[src/include/tile_defines.svh]
/*
 * Tile network defines
 * Sizes shared by the on-tile request and response routers:
 * coordinate width, buffer depth, payload widths and port count.
 */

`ifndef TILE_DEFINES_SVH
`define TILE_DEFINES_SVH

// 8 tiles in a row
`define TILE_X_CORD_WIDTH 3

// Entries per router input buffer
`define TILE_FIFO_DEPTH 2

// Cache to directory request payload
`define TILE_REQ_DATA_WIDTH 32

// Directory to cache command payload
`define TILE_RESP_DATA_WIDTH 16

// West, east and local processor port
`define TILE_NUM_DIRS 3

`endif

[src/design/tile_pkg.sv]
/*
 * Tile network package
 * Router port enumeration and the flit formats of the request
 * and response networks.
 */

`include "tile_defines.svh"

package tile_pkg;

   // Router ports, also the index of every per-port array
   typedef enum logic [1:0]
   {
      W = 2'd0,
      E = 2'd1,
      P = 2'd2
   } dir_e;

   // Destination stays the first field so any router can find it
   typedef struct packed
   {
      logic [`TILE_X_CORD_WIDTH-1:0]   dst_x;
      logic [`TILE_REQ_DATA_WIDTH-1:0] data;
   } req_flit_t;

   typedef struct packed
   {
      logic [`TILE_X_CORD_WIDTH-1:0]    dst_x;
      logic [`TILE_RESP_DATA_WIDTH-1:0] data;
   } resp_flit_t;

endpackage : tile_pkg

[src/design/mesh_fifo.sv]
/*
 * Mesh input buffer
 * Small circular FIFO with valid/ready on both sides, holding
 * TILE_FIFO_DEPTH entries of any payload type.
 */

`timescale 1ns/10ps

`include "tile_defines.svh"

module mesh_fifo
#(
   parameter type payload_t = tile_pkg::req_flit_t
)
(
   input  logic     clk_i,
   input  logic     rst_n_i,

   input  payload_t in_data_i,
   input  logic     in_v_i,
   output logic     in_ready_o,

   output payload_t out_data_o,
   output logic     out_v_o,
   input  logic     out_ready_i
);

   localparam int DEPTH = `TILE_FIFO_DEPTH;
   localparam int PTR_W = (DEPTH > 1) ? $clog2(DEPTH) : 1;
   localparam int CNT_W = $clog2(DEPTH + 1);

   payload_t           mem [DEPTH];
   logic [PTR_W-1:0]   wr_ptr_q;
   logic [PTR_W-1:0]   rd_ptr_q;
   logic [CNT_W-1:0]   count_q;
   logic               push;
   logic               pop;

   function automatic logic [PTR_W-1:0] next_ptr(input logic [PTR_W-1:0] ptr);
      if (ptr == PTR_W'(DEPTH - 1))
         return '0;
      return ptr + 1'b1;
   endfunction

   assign in_ready_o = (count_q != CNT_W'(DEPTH));
   assign out_v_o    = (count_q != '0);
   assign out_data_o = mem[rd_ptr_q];

   assign push = in_v_i && in_ready_o;
   assign pop  = out_v_o && out_ready_i;

   always_ff @(posedge clk_i)
   begin
      if (push)
         mem[wr_ptr_q] <= in_data_i;
   end

   // Push and pop may share a cycle
   always_ff @(posedge clk_i or negedge rst_n_i)
   begin
      if (!rst_n_i)
      begin
         wr_ptr_q <= '0;
         rd_ptr_q <= '0;
         count_q  <= '0;
      end
      else
      begin
         if (push)
            wr_ptr_q <= next_ptr(wr_ptr_q);
         if (pop)
            rd_ptr_q <= next_ptr(rd_ptr_q);
         case ({push, pop})
            2'b10:   count_q <= count_q + 1'b1;
            2'b01:   count_q <= count_q - 1'b1;
            default: count_q <= count_q;
         endcase
      end
   end

endmodule : mesh_fifo

[src/design/mesh_route_arbiter.sv]
/*
 * Mesh output arbiter
 * Round-robin grant for one router output. The pointer is the
 * highest-priority input and holds the winner while it stalls.
 */

`timescale 1ns/10ps

`include "tile_defines.svh"

module mesh_route_arbiter
(
   input  logic                         clk_i,
   input  logic                         rst_n_i,

   input  logic [`TILE_NUM_DIRS-1:0]    req_i,
   output logic [`TILE_NUM_DIRS-1:0]    grant_o,

   output logic                         out_v_o,
   input  logic                         out_ready_i
);

   localparam int NUM_DIRS = `TILE_NUM_DIRS;

   tile_pkg::dir_e ptr_q;
   tile_pkg::dir_e winner;
   tile_pkg::dir_e winner_next;

   // First requester at or after the pointer
   always_comb
   begin
      int   idx;
      logic found;
      grant_o = '0;
      winner  = ptr_q;
      found   = 1'b0;
      for (int off = 0; off < NUM_DIRS; off++)
      begin
         idx = (int'(ptr_q) + off) % NUM_DIRS;
         if (!found && req_i[idx])
         begin
            found  = 1'b1;
            winner = tile_pkg::dir_e'(idx);
         end
      end
      if (found)
         grant_o[winner] = 1'b1;
   end

   assign out_v_o = |grant_o;

   assign winner_next = (winner == tile_pkg::P) ? tile_pkg::W
                                                : tile_pkg::dir_e'(winner + 2'd1);

   // A stalled winner becomes the pointer, so the grant cannot move
   always_ff @(posedge clk_i or negedge rst_n_i)
   begin
      if (!rst_n_i)
         ptr_q <= tile_pkg::W;
      else if (out_v_o && out_ready_i)
         ptr_q <= winner_next;
      else if (out_v_o)
         ptr_q <= winner;
   end

endmodule : mesh_route_arbiter

[src/design/mesh_router.sv]
/*
 * Buffered x-dimension mesh router
 * Three ports (west, east, local). Each input is buffered, its head
 * flit is routed by dst_x, and every output picks round-robin.
 */

`timescale 1ns/10ps

`include "tile_defines.svh"

module mesh_router
#(
   parameter type flit_t = tile_pkg::req_flit_t
)
(
   input  logic                                clk_i,
   input  logic                                rst_n_i,
   input  logic [`TILE_X_CORD_WIDTH-1:0]       my_x_i,

   input  flit_t [`TILE_NUM_DIRS-1:0]          in_data_i,
   input  logic  [`TILE_NUM_DIRS-1:0]          in_v_i,
   output logic  [`TILE_NUM_DIRS-1:0]          in_ready_o,

   output flit_t [`TILE_NUM_DIRS-1:0]          out_data_o,
   output logic  [`TILE_NUM_DIRS-1:0]          out_v_o,
   input  logic  [`TILE_NUM_DIRS-1:0]          out_ready_i
);

   localparam int NUM_DIRS = `TILE_NUM_DIRS;

   flit_t [NUM_DIRS-1:0]                 head_data;
   logic  [NUM_DIRS-1:0]                 head_v;
   logic  [NUM_DIRS-1:0]                 head_pop;

   // Indexed [output][input]
   logic  [NUM_DIRS-1:0][NUM_DIRS-1:0]   route_req;
   logic  [NUM_DIRS-1:0][NUM_DIRS-1:0]   grant;

   for (genvar i = 0; i < NUM_DIRS; i++)
   begin : g_in
      mesh_fifo
      #(
         .payload_t   (flit_t)
      )
      in_fifo
      (
         .clk_i       (clk_i),
         .rst_n_i     (rst_n_i),
         .in_data_i   (in_data_i[i]),
         .in_v_i      (in_v_i[i]),
         .in_ready_o  (in_ready_o[i]),
         .out_data_o  (head_data[i]),
         .out_v_o     (head_v[i]),
         .out_ready_i (head_pop[i])
      );
   end

   // X-only route decode of each head flit
   always_comb
   begin
      route_req = '0;
      for (int i = 0; i < NUM_DIRS; i++)
      begin
         if (head_v[i])
         begin
            if (head_data[i].dst_x < my_x_i)
               route_req[tile_pkg::W][i] = 1'b1;
            else if (head_data[i].dst_x > my_x_i)
               route_req[tile_pkg::E][i] = 1'b1;
            else
               route_req[tile_pkg::P][i] = 1'b1;
         end
      end
   end

   for (genvar o = 0; o < NUM_DIRS; o++)
   begin : g_out
      mesh_route_arbiter out_arb
      (
         .clk_i       (clk_i),
         .rst_n_i     (rst_n_i),
         .req_i       (route_req[o]),
         .grant_o     (grant[o]),
         .out_v_o     (out_v_o[o]),
         .out_ready_i (out_ready_i[o])
      );
   end

   // Crossbar
   always_comb
   begin
      out_data_o = '0;
      for (int o = 0; o < NUM_DIRS; o++)
      begin
         for (int i = 0; i < NUM_DIRS; i++)
         begin
            if (grant[o][i])
               out_data_o[o] = head_data[i];
         end
      end
   end

   // Head leaves when its granted output transfers
   always_comb
   begin
      head_pop = '0;
      for (int i = 0; i < NUM_DIRS; i++)
      begin
         for (int o = 0; o < NUM_DIRS; o++)
         begin
            if (grant[o][i] && out_ready_i[o])
               head_pop[i] = 1'b1;
         end
      end
   end

endmodule : mesh_router

[src/design/tile_net.sv]
/*
 * Tile network fabric
 * Request and response routers of one tile. They share the clock,
 * reset and tile x coordinate, and carry independent traffic.
 */

`timescale 1ns/10ps

`include "tile_defines.svh"

module tile_net
(
   input  logic                                          clk_i,
   input  logic                                          rst_n_i,
   input  logic [`TILE_X_CORD_WIDTH-1:0]                 my_x_i,

   // Cache to directory requests
   input  tile_pkg::req_flit_t  [`TILE_NUM_DIRS-1:0]     req_in_data_i,
   input  logic                 [`TILE_NUM_DIRS-1:0]     req_in_v_i,
   output logic                 [`TILE_NUM_DIRS-1:0]     req_in_ready_o,

   output tile_pkg::req_flit_t  [`TILE_NUM_DIRS-1:0]     req_out_data_o,
   output logic                 [`TILE_NUM_DIRS-1:0]     req_out_v_o,
   input  logic                 [`TILE_NUM_DIRS-1:0]     req_out_ready_i,

   // Directory to cache commands
   input  tile_pkg::resp_flit_t [`TILE_NUM_DIRS-1:0]     resp_in_data_i,
   input  logic                 [`TILE_NUM_DIRS-1:0]     resp_in_v_i,
   output logic                 [`TILE_NUM_DIRS-1:0]     resp_in_ready_o,

   output tile_pkg::resp_flit_t [`TILE_NUM_DIRS-1:0]     resp_out_data_o,
   output logic                 [`TILE_NUM_DIRS-1:0]     resp_out_v_o,
   input  logic                 [`TILE_NUM_DIRS-1:0]     resp_out_ready_i
);

   mesh_router
   #(
      .flit_t      (tile_pkg::req_flit_t)
   )
   req_router
   (
      .clk_i       (clk_i),
      .rst_n_i     (rst_n_i),
      .my_x_i      (my_x_i),

      .in_data_i   (req_in_data_i),
      .in_v_i      (req_in_v_i),
      .in_ready_o  (req_in_ready_o),

      .out_data_o  (req_out_data_o),
      .out_v_o     (req_out_v_o),
      .out_ready_i (req_out_ready_i)
   );

   // Narrower flits, same router
   mesh_router
   #(
      .flit_t      (tile_pkg::resp_flit_t)
   )
   resp_router
   (
      .clk_i       (clk_i),
      .rst_n_i     (rst_n_i),
      .my_x_i      (my_x_i),

      .in_data_i   (resp_in_data_i),
      .in_v_i      (resp_in_v_i),
      .in_ready_o  (resp_in_ready_o),

      .out_data_o  (resp_out_data_o),
      .out_v_o     (resp_out_v_o),
      .out_ready_i (resp_out_ready_i)
   );

endmodule : tile_net

[config.mk]
export PLATFORM = sky130hd
export DESIGN_NAME = tile_net
export DESIGN_NICKNAME = d
export VERILOG_FILES = /design/src/design/tile_pkg.sv /design/src/design/mesh_fifo.sv /design/src/design/mesh_route_arbiter.sv /design/src/design/mesh_router.sv /design/src/design/tile_net.sv
export VERILOG_INCLUDE_DIRS = /design/src /design/src/include
export SDC_FILE = /design/constraint.sdc
export NUM_CORES = 1
export LEC_CHECK = 0
export BUFFER_PORTS_ARGS = -buffer_cell sky130_fd_sc_hd__buf_2
export CAP_MARGIN = 30
export CORE_MARGIN = 5
export CORE_UTILIZATION = 47
export CTS_CLUSTER_SIZE = 20
export DETAILED_ROUTE_END_ITERATION = 10
export HOLD_SLACK_MARGIN = 0.02
export PLACE_DENSITY_LB_ADDON = 0.15
export SYNTH_ARGS = -nofsm -noshare
export SYNTH_HDL_FRONTEND = slang
export SYNTH_HIERARCHICAL = 1
export SYNTH_SLANG_ARGS = --single-unit
[constraint.sdc]
create_clock -name clk_i -period 3.7 [get_ports clk_i]
set_input_delay 0.555 -clock clk_i [delete_from_list [all_inputs] [get_ports clk_i]]
set_output_delay 0.555 -clock clk_i [all_outputs]
set_load 0.05 [all_outputs]
After elaboration in Yosys (flattened, before gate mapping)
Memory sizes are Yosys's and may differ from the RTL's.
Cells that the tools add are included.
- add/sub/neg operators: 42
- div/mod/pow operators: 18
- $lt $le $gt $ge: 42
- equal/unequal tests: 24
- mux-type cells: 276
- reduce and logical (&&, ||, !) cells: 90
- operators with widths (cell ; number):
    $lt A32 B4 Y1 const B ; 18
    $mod A32 B3 Y32 const B ; 12
    $mux W35 ; 9
    $mod A3 B3 Y32 const B ; 6
    $mux W1 ; 186
    $mux W19 ; 9
    $mux W2 ; 36
    $logic_and A1 B1 Y1 ; 54
    $bmux W1 S2 ; 18
    $reduce_bool A2 Y1 ; 18
    $add A2 B1 Y2 const B ; 12
    $eq A2 B2 Y1 const B ; 12
    $pmux W2 S2 ; 6
    $add A2 B1 Y3 const B ; 6
    $add A2 B2 Y3 const B ; 6
    $gt A3 B3 Y1 ; 6
    $lt A2 B3 Y1 const B ; 6
    $lt A3 B3 Y1 ; 6
    $mux W3 ; 6
    $reduce_or A3 Y1 ; 6
    $add A1 B1 Y1 const B ; 12
    $demux W1 S2 ; 6
    $eq A2 B1 Y1 const B ; 6
    $ge A2 B1 Y1 const B ; 6
    3 further kinds ; 24
- register bits after elaboration: 36
- bits in writable memories: 324
- input bits: 179
- output and inout bits: 174
- logic and storage cells: 522
- memories kept: 6
- memories (name ; words ; bits a word ; read ports ; clocked after memory_dff ; write ports ; RTL line ; text):
    req_router.g_in[0].in_fifo.mem ; 2 ; 35 ; 1 ; 0 ; 1 ; mesh_fifo.sv:32 ; payload_t mem [DEPTH];
    req_router.g_in[1].in_fifo.mem ; 2 ; 35 ; 1 ; 0 ; 1 ; mesh_fifo.sv:32 ;
    req_router.g_in[2].in_fifo.mem ; 2 ; 35 ; 1 ; 0 ; 1 ; mesh_fifo.sv:32 ;
    resp_router.g_in[0].in_fifo.mem ; 2 ; 19 ; 1 ; 0 ; 1 ; mesh_fifo.sv:32 ;
    resp_router.g_in[1].in_fifo.mem ; 2 ; 19 ; 1 ; 0 ; 1 ; mesh_fifo.sv:32 ;
    resp_router.g_in[2].in_fifo.mem ; 2 ; 19 ; 1 ; 0 ; 1 ; mesh_fifo.sv:32 ;

Logic depth before layout (Yosys ltp)
Gate-level depths: netlist of the first run.
An unclocked memory read counts as a cell.
- depth after elaboration: 26
- depth in mapped cells: 22

Cells and area by module
Netlist of the first run, hierarchy kept.
- by module, submodules not included (module ; times used ; cells each ; area each (um^2)):
    mesh_fifo (req_router.g_in[0].in_fifo ...) ; 3 ; 126 ; 2736.4
    mesh_fifo (resp_router.g_in[0].in_fifo ...) ; 3 ; 76 ; 1560.2
    mesh_router (req_router) ; 1 ; 484 ; 2777.7
    mesh_route_arbiter ; 6 ; 50 ; 400.4
    mesh_router (resp_router) ; 1 ; 284 ; 1727.9

Worst setup path after synthesis of the first run
No wires, ideal clock.
- path type: reg2out
- from: register req_router.g_in[1].in_fifo.rd_ptr_q
- to: output req_out_data_o[40] (netlist name)
- arrival: 4.352 ns
- required time: 3.145 ns
- slack: -1.207 ns
- stages on the path, launching flop included: 16
- path through: dfrtp_1 buf_6 buf_6 mux2_2 ha_1 nand2b_1 a21oi_1 nor3b_1 nand3b_1 a311o_1 and2_2 nor2_1 buf_4 clkbuf_8 a21oi_1 o21ai_0
- RTL lines (item ; RTL line ; text):
    start: declaration ; mesh_fifo.sv:34 ; logic [PTR_W-1:0] rd_ptr_q;
    start signal: assignment ; mesh_fifo.sv:72 ; rd_ptr_q <= next_ptr(rd_ptr_q);
    end: declaration ; tile_net.sv:22 ; output tile_pkg::req_flit_t [`TILE_NUM_DIRS-1:0] req_out_data_o,

==> metrics.md, run 1 <==
| Metric | Value |
|---|---|
| Skew-Pair Late Insertion Delay | `0.57 ns` |
| Type of destination of the critical path | `output pin` |
| Setup crit start | `req_router/g_in[0].in_fifo/rd_ptr_q` |
| Total grt overflow | `0` |
| Setup crit end | `req_out_data_o[51]` |
| Post-Syn Instances | `1674` |
| DRC viols | `0` |
| Routability congestion estimate from global placement | `0.899` |
| RR Endpoint | `req_router/g_in[1].in_fifo/count_q[1]` |
| Synth area leaders | `edfxtp_1 49%, mux2_2 8.9%, and3b_1 4.6%, dfrtp_1 4.6%, a21oi_1 3.4%` |
| Root Driver | `clkbuf_16` |
| WP buf/inv | `5` |
| Slew headroom | `34.6%` |
| Outcome | `complete, but fails checks` |
| Filler cell count | `2582` |
| Worst path cell trace | `mux2_4 > ha_4 > nand2b_4 > a21oi_4 > buf_6 > nor3b_4 > mux2i_1 > o21a_1 > nor4_2 > a21oi_2 > buf_4 > nor2b_4 > buf_12 > buf_12 > and3b_2 > a21oi_4 > o21ai_4 > buf_8` |
| Slack of the worst reg-to-reg path | `-0.63 ns` |
| Kind of path behind the tightest hold check | `input pin to flip-flop` |
| Synth top area share | `49.1%` |
| Routed Antenna Nets | `0` |
| Area growth syn-to-layout | `57.7%` |
| Global Route met2 Usage | `47.5%` |
| Die height | `215 um` |
| Period Utilization, post-route | `126%` |
| Num CTS Buffers | `41` |
| Worst r2r path cells | `22` |
| Post-synth ARST share | `10.0%` |
| Setup TNS | `-142.12 ns` |
| MaxCap Viol Count | `0` |
| Crit path kind | `flip-flop to output pin` |
| Starting Density | `47.3%` |
| Via/cell ratio | `5.97` |
| Yosys warnings | `6` |
| Tmin final | `4.67 ns` |
| Initial antenna violation count | `26` |
| Vias in the first global route | `17192` |
| Post-Route WL | `72900 um` |
| Arr. time, crit path | `4.12 ns` |
| Final Setup Violations | `186` |
| Post-synth net total | `1895` |
| Crit Path Max Fanout | `9` |
| Most used DFF post-synth | `edfxtp_1` |
| Boundary Pins | `353` |
| First-pass GRT wire length | `103000 um` |
| RSZ-0062 raised after global routing | `yes` |
| Largest net degree at the start of global routing | `34` |
| Crit-path slowest cell | `dfrtp_2` |
| Clock skew | `0.0230 ns` |
| Flops & latches, synth | `360` |
| Synth unique cells | `50` |
| Iteration count of the initial detailed-routing pass | `5` |
| Max Freq | `214 MHz` |
| Post-Syn Area | `19800 sq um` |
| Most Crowded Layer GR | `met2` |
| Via count | `17117` |
| Clock sink total | `360` |
| CTS clk-pin slew, worst paths | `0.07 ns` |
| Port Buffers | `352` |
| Reg-to-Reg Start | `req_router/g_in[1].in_fifo/rd_ptr_q` |
| Hpwl dp | `46200 um` |
| Worst setup margin | `-0.971 ns` |
| Nets | `2505` |
| Clk buf depth | `3` |
| CP Data Required Time | `3.14 ns` |
| CTS tree | `built` |
| Total area of sequential cells | `10600 sq um` |
| Final hold violation count | `0` |
| Die ar. | `46300 sq um` |
| Initial DRC Count | `1370` |
| Worst Tran Pin Value | `0.980 ns` |
| Footprint of the multi-input gates | `11700 sq um` |
| Crit-path leading delay family | `simple AND/OR/NAND/NOR gates` |
| WP depth | `18` |
| Number of flops mapped to enable cells by yosys | `324` |
| Share of post-route cells with drive strength above 1 | `59.4%` |
| Core area | `41900 sq um` |
| Max H-tree Level | `2` |
| Failing checks | `setup timing` |
| CP peak stage delay | `0.45 ns` |
| CP Launch Type | `flip-flop` |
| Rows | `75` |
| Average wire per standard cell | `25.4 um` |
| Met1 GRT Util | `35.2%` |
| GRT Overall Usage | `28.5%` |
| Syn_area_per_cell | `11.8 sq um` |
| Sequential-to-total area share from yosys stat | `53.7%` |
| Area leader, netlist | `edfxtp_1` |
| Met3 usage | `7.57%` |
| Die Width | `215 um` |
| Max-slew violation count | `0` |
| Final Util | `74.6%` |
worst reg2reg max path: cells and delay by family (launching register included):
family	cells	cell delay, ns
AND/OR/NAND/NOR	7	0.95
buffers and inverters	7	0.92
AO/OA/AOI/OAI	4	0.79
adder cells (fa/ha/maj)	2	0.59
flip-flops	1	0.45
multiplexers	1	0.34
XOR/XNOR	1	0.18
stage by stage:
stage	hold slack (ns)	area (sq um)	instances	setup slack, ns
CTS	0.150	30000	2813	-0.903
finish	0.170	31200	2869	-0.971
global placement	0.472	25800	2657	-0.437
detailed placement	0.473	25900	2662	-0.444
global route	0.159	31200	2863	-1.11
floorplan	0.259	22400	1674	-0.184
cells by family after synthesis:
logic type	Yosys count	synth area share (%)
muxes	186	10.4
adders and majority gates	42	2.65
DFF	360	53.7
AOI/OAI and AO/OA	444	13.5
and+or+nand+nor	456	13.7
buffers and inverters	156	4.76
xor gates and xnor gates	30	1.33
cell type report:
class	count	share of cell area [%]
antenna	14	0.112
multi-input combinational	1159	37.3
tap	539	2.16
inverter	46	0.561
clock inverter	23	0.774
sequential	360	34.1
timing repair buffer	676	21.3
clock buffer	52	3.65
layer usage:
layer  wire length (um)  share of wire [%]
met4               3270                4.5
met5                159               0.22
met3               6280                8.6
met2              35300                 48
met1              27900                 38
synth_stat cells (all sizes together), types with 12 or more instances:
master and count:
buf 69, nor2 36, o21ai 180, nand2 180, o21a 18, and2 18, and3b 106, a21oi 136
dfrtp 36, and3 24, clkbuf 41, mux2 162, nor2b 26, xnor2 18, ha 42, xor2 12
a22oi 56, nand2b 12, mux2i 24, nand3b 24, inv 46, edfxtp 324
sequential cells by signal, summed over array words and instances, names as in the netlist:
signal                             cells
req_router/g_in.in_fifo/wr_ptr_q       3
resp_router/g_in.in_fifo/count_q       6
req_router/g_in.in_fifo/mem          210
resp_router/g_in.in_fifo/rd_ptr_q      3
resp_router/g_in.in_fifo/mem         114
resp_router/g_out.out_arb/ptr_q        6
req_router/g_in.in_fifo/rd_ptr_q       3
resp_router/g_in.in_fifo/wr_ptr_q      3
req_router/g_out.out_arb/ptr_q         6
req_router/g_in.in_fifo/count_q        6
how the worst min path moves through the flow:
stage	startpoint	endpoint	slack, ns	depth (start not counted)
floorplan	rst_n_i	req_router/g_in[0].in_fifo/count_q[0]	0.26	0
global placement	resp_router/g_in[1].in_fifo/count_q[1]	resp_router/g_in[1].in_fifo/count_q[1]	0.47	1
detailed placement	req_router/g_in[0].in_fifo/count_q[1]	req_router/g_in[0].in_fifo/count_q[1]	0.47	1
CTS	req_in_data_i[13]	req_router/g_in[0].in_fifo/mem[1][13]	0.15	1
global route	req_in_data_i[50]	req_router/g_in[1].in_fifo/mem[0][15]	0.16	1
finish	req_in_data_i[75]	req_router/g_in[2].in_fifo/mem[0][5]	0.17	1
what timing repair did:
item | in CTS | in global routing
hold endpoints to repair | 13 | 0
endpoints found under the setup margin | 181 | 186
resized for setup | 508 | 160
setup buffers | 62 | 47
cloned | 18 | 13
hold buffers | 1 | 0
pin swaps | 108 | 81
cells in the final DEF, fill, tap and decap left out, types with 18 or more instances in the layout:
cell / Yosys / final
a22oi_2: 10 / 53
nand2_1: 180 / 175
nand3b_1: 24 / 24
a21oi_2: 0 / 96
mux2_2: 156 / 139
buf_8: 0 / 41
and3b_1: 105 / 97
xnor2_1: 18 / 18
dfrtp_1: 36 / 30
inv_1: 46 / 41
a21oi_4: 0 / 21
buf_2: 27 / 191
o21ai_4: 0 / 150
ha_1: 42 / 25
a21oi_1: 136 / 19
buf_6: 30 / 160
nor2_4: 0 / 18
edfxtp_1: 324 / 324
buf_12: 1 / 54
buf_4: 11 / 204
clkbuf_16: 0 / 54
Power of run 1 is left out: the tool's default activity adds up to more than one toggle a clock period on the data nets, which glitch-free logic cannot reach.
==> run 2: changes to the inputs <==
Settings changed: CORE_UTILIZATION 47 to 51.
==> run 2 against run 1 <==
The run still ends with setup timing left; clock-buffer cell count shrank 1; hold slack gained 0.0047 ns; via count grew 0.99%; non-clock buffer count shrank 11; clock skew shrank 0.0044 ns; setup slack gained 0.082 ns; fmax grew 1.8%; cell count shrank 1.3%; core utilization grew 5.1 points; critical endpoint is now req_out_data_o[28]; largest cell class unchanged.
==> metrics.md, run 2 (synthesis gave the netlist of run 1 again) <==
| Metric | Value |
|---|---|
| Fin Hold WS | `0.174 ns` |
| Period Utilization, post-route | `124%` |
| Num CTS Buffers | `40` |
| Hpwl dp | `44600 um` |
| Slack of the worst reg-to-reg path | `-0.35 ns` |
| Top reg by flops | `req_router/g_in.in_fifo/mem` |
| Type of destination of the critical path | `output pin` |
| Worst Tran Pin Value | `1.03 ns` |
| Final Util | `79.7%` |
| Post-Route WL | `72700 um` |
| Worst r2r path cells | `20` |
| CTS clk-pin slew, worst paths | `0.06 ns` |
| Rows | `72` |
| Largest registers | `req_router/g_in.in_fifo/mem x210, resp_router/g_in.in_fifo/mem x114` |
| Setup crit end | `req_out_data_o[28]` |
| Area growth syn-to-layout | `55.2%` |
| Root Driver | `clkbuf_16` |
| Vias in the first global route | `17065` |
| Max-slew violation count | `0` |
| Core area | `38600 sq um` |
| Skew-Pair Late Insertion Delay | `0.56 ns` |
| DRC viols | `0` |
| Routed Antenna Nets | `0` |
| Hold wc startpoint | `req_in_data_i[78]` |
| Setup crit start | `req_router/g_in[0].in_fifo/rd_ptr_q` |
| Final Setup Violations | `180` |
| First-pass GRT wire length | `98600 um` |
| Total grt overflow | `0` |
| Kind of path behind the tightest hold check | `input pin to flip-flop` |
| RR Endpoint | `resp_router/g_in[0].in_fifo/count_q[1]` |
| Max FFs per register | `210` |
| Post-route cell area | `30700 sq um` |
| Max H-tree Level | `2` |
| Arr. time, crit path | `4.03 ns` |
| Die height | `207 um` |
| Slew headroom | `31.5%` |
| Clock sink total | `360` |
| Reg-to-Reg Start | `resp_router/g_in[2].in_fifo/rd_ptr_q` |
| Clk buf depth | `3` |
| Initial antenna violation count | `22` |
| CP Launch Type | `flip-flop` |
| Average wire per standard cell | `25.7 um` |
| Most frequent cells in the layout | `324 x edfxtp_1, 213 x buf_4, 194 x buf_2` |
| Initial DRC Count | `1297` |
| Via count | `17286` |
| Clock skew | `0.0186 ns` |
| Starting Density | `51.3%` |
| Tmin final | `4.59 ns` |
| Outcome | `complete, but fails checks` |
| Boundary Pins | `353` |
| Max Freq | `218 MHz` |
| Final hold violation count | `0` |
| Crit Path Max Fanout | `6` |
| Share of post-route cells with drive strength above 1 | `59.0%` |
| Iteration count of the initial detailed-routing pass | `6` |
| Worst setup margin | `-0.889 ns` |
| Placed cell areas | `25700 sq um` |
| Routability congestion estimate from global placement | `0.923` |
| Nets | `2493` |
| GRT Overall Usage | `29.1%` |
| Crit path kind | `flip-flop to output pin` |
| Port Buffers | `352` |
| CTS tree | `built` |
| RSZ-0062 raised after global routing | `yes` |
| Failing checks | `setup timing` |
| Largest net degree at the start of global routing | `37` |
| CP Data Required Time | `3.14 ns` |
| Via/cell ratio | `6.11` |
| Commonest non-fill, non-tap cell in the layout | `edfxtp_1` |
| Die Width | `207 um` |
| MaxCap Viol Count | `0` |
| Die ar. | `42900 sq um` |
[run 2: cell types whose count changed in the layout (fill, tap and decap cells not counted), sizes merged, moves of 3 or more]
cell,delta
buf,-17
clkinv,-5
clkinvlp,+3
clkbuf,+4
[run 2: worst max-delay path: stages (launching register included)]
cell	delay, ns
dfrtp_2	0.45
mux2_4	0.34
ha_4	0.29
nand2b_4	0.06
a21oi_4	0.15
buf_6	0.12
nor2_4	0.04
mux2i_2	0.18
buf_4	0.15
nand2_2	0.04
a311o_1	0.34
and2_4	0.17
nor2_4	0.13
buf_12	0.13
nor2b_4	0.05
buf_12	0.14
buf_16	0.15
a22oi_2	0.27
o21ai_4	0.08
buf_6	0.15
[run 2: what timing repair did]
item	CTS	global route
hold buffers	0	1
gates resized for setup	281	354
setup buffers	23	66
gates cloned	10	23
pin swaps	30	115
endpoints found under the hold margin	0	2
endpoints found under the setup margin	180	186
[run 2: layout make-up]
type / count / area, sq um
well taps: 518 / 648
clock buffers: 51 / 1080
multi-input cells: 1159 / 11600
fillers: 2167 / 7830
inverters: 46 / 173
diodes: 13 / 32.5
clock inverters: 19 / 209
flip-flops and latches: 360 / 10600
repair buffers: 665 / 6390
[run 2: metrics by stage]
step | setup TNS (ns) | cells | worst slack (ns)
floorplan | -6.48 | 1674 | -0.184
global placement | -38.58 | 2622 | -0.322
detailed placement | -45.16 | 2625 | -0.377
CTS | -121.92 | 2728 | -0.859
global route | -148.29 | 2826 | -1.01
finish | -123.35 | 2831 | -0.889
[run 2: worst min path at each step]
stage,endpoint,slack [ns],cells past startpoint
global placement,resp_router/g_in[0].in_fifo/count_q[1],0.47,1
CTS,req_router/g_in[2].in_fifo/mem[0][8],0.15,1
finish,req_router/g_in[2].in_fifo/mem[0][8],0.17,1
floorplan,req_router/g_in[0].in_fifo/count_q[0],0.26,0
global route,resp_router/g_in[2].in_fifo/mem[1][17],0.17,1
detailed placement,resp_router/g_in[1].in_fifo/count_q[1],0.48,1
[run 2: routing by layer]
layer | vias to the layer above | track usage (%) | routed length [um]
li1 | 7509 | - | -
met1 | 8502 | 36.3 | 27000
met2 | 1012 | 49.0 | 35500
met3 | 241 | 7.20 | 6430
met4 | 22 | 11.7 | 3720
met5 | - | 0 | 152
Power of run 2 is left out for the same reason.
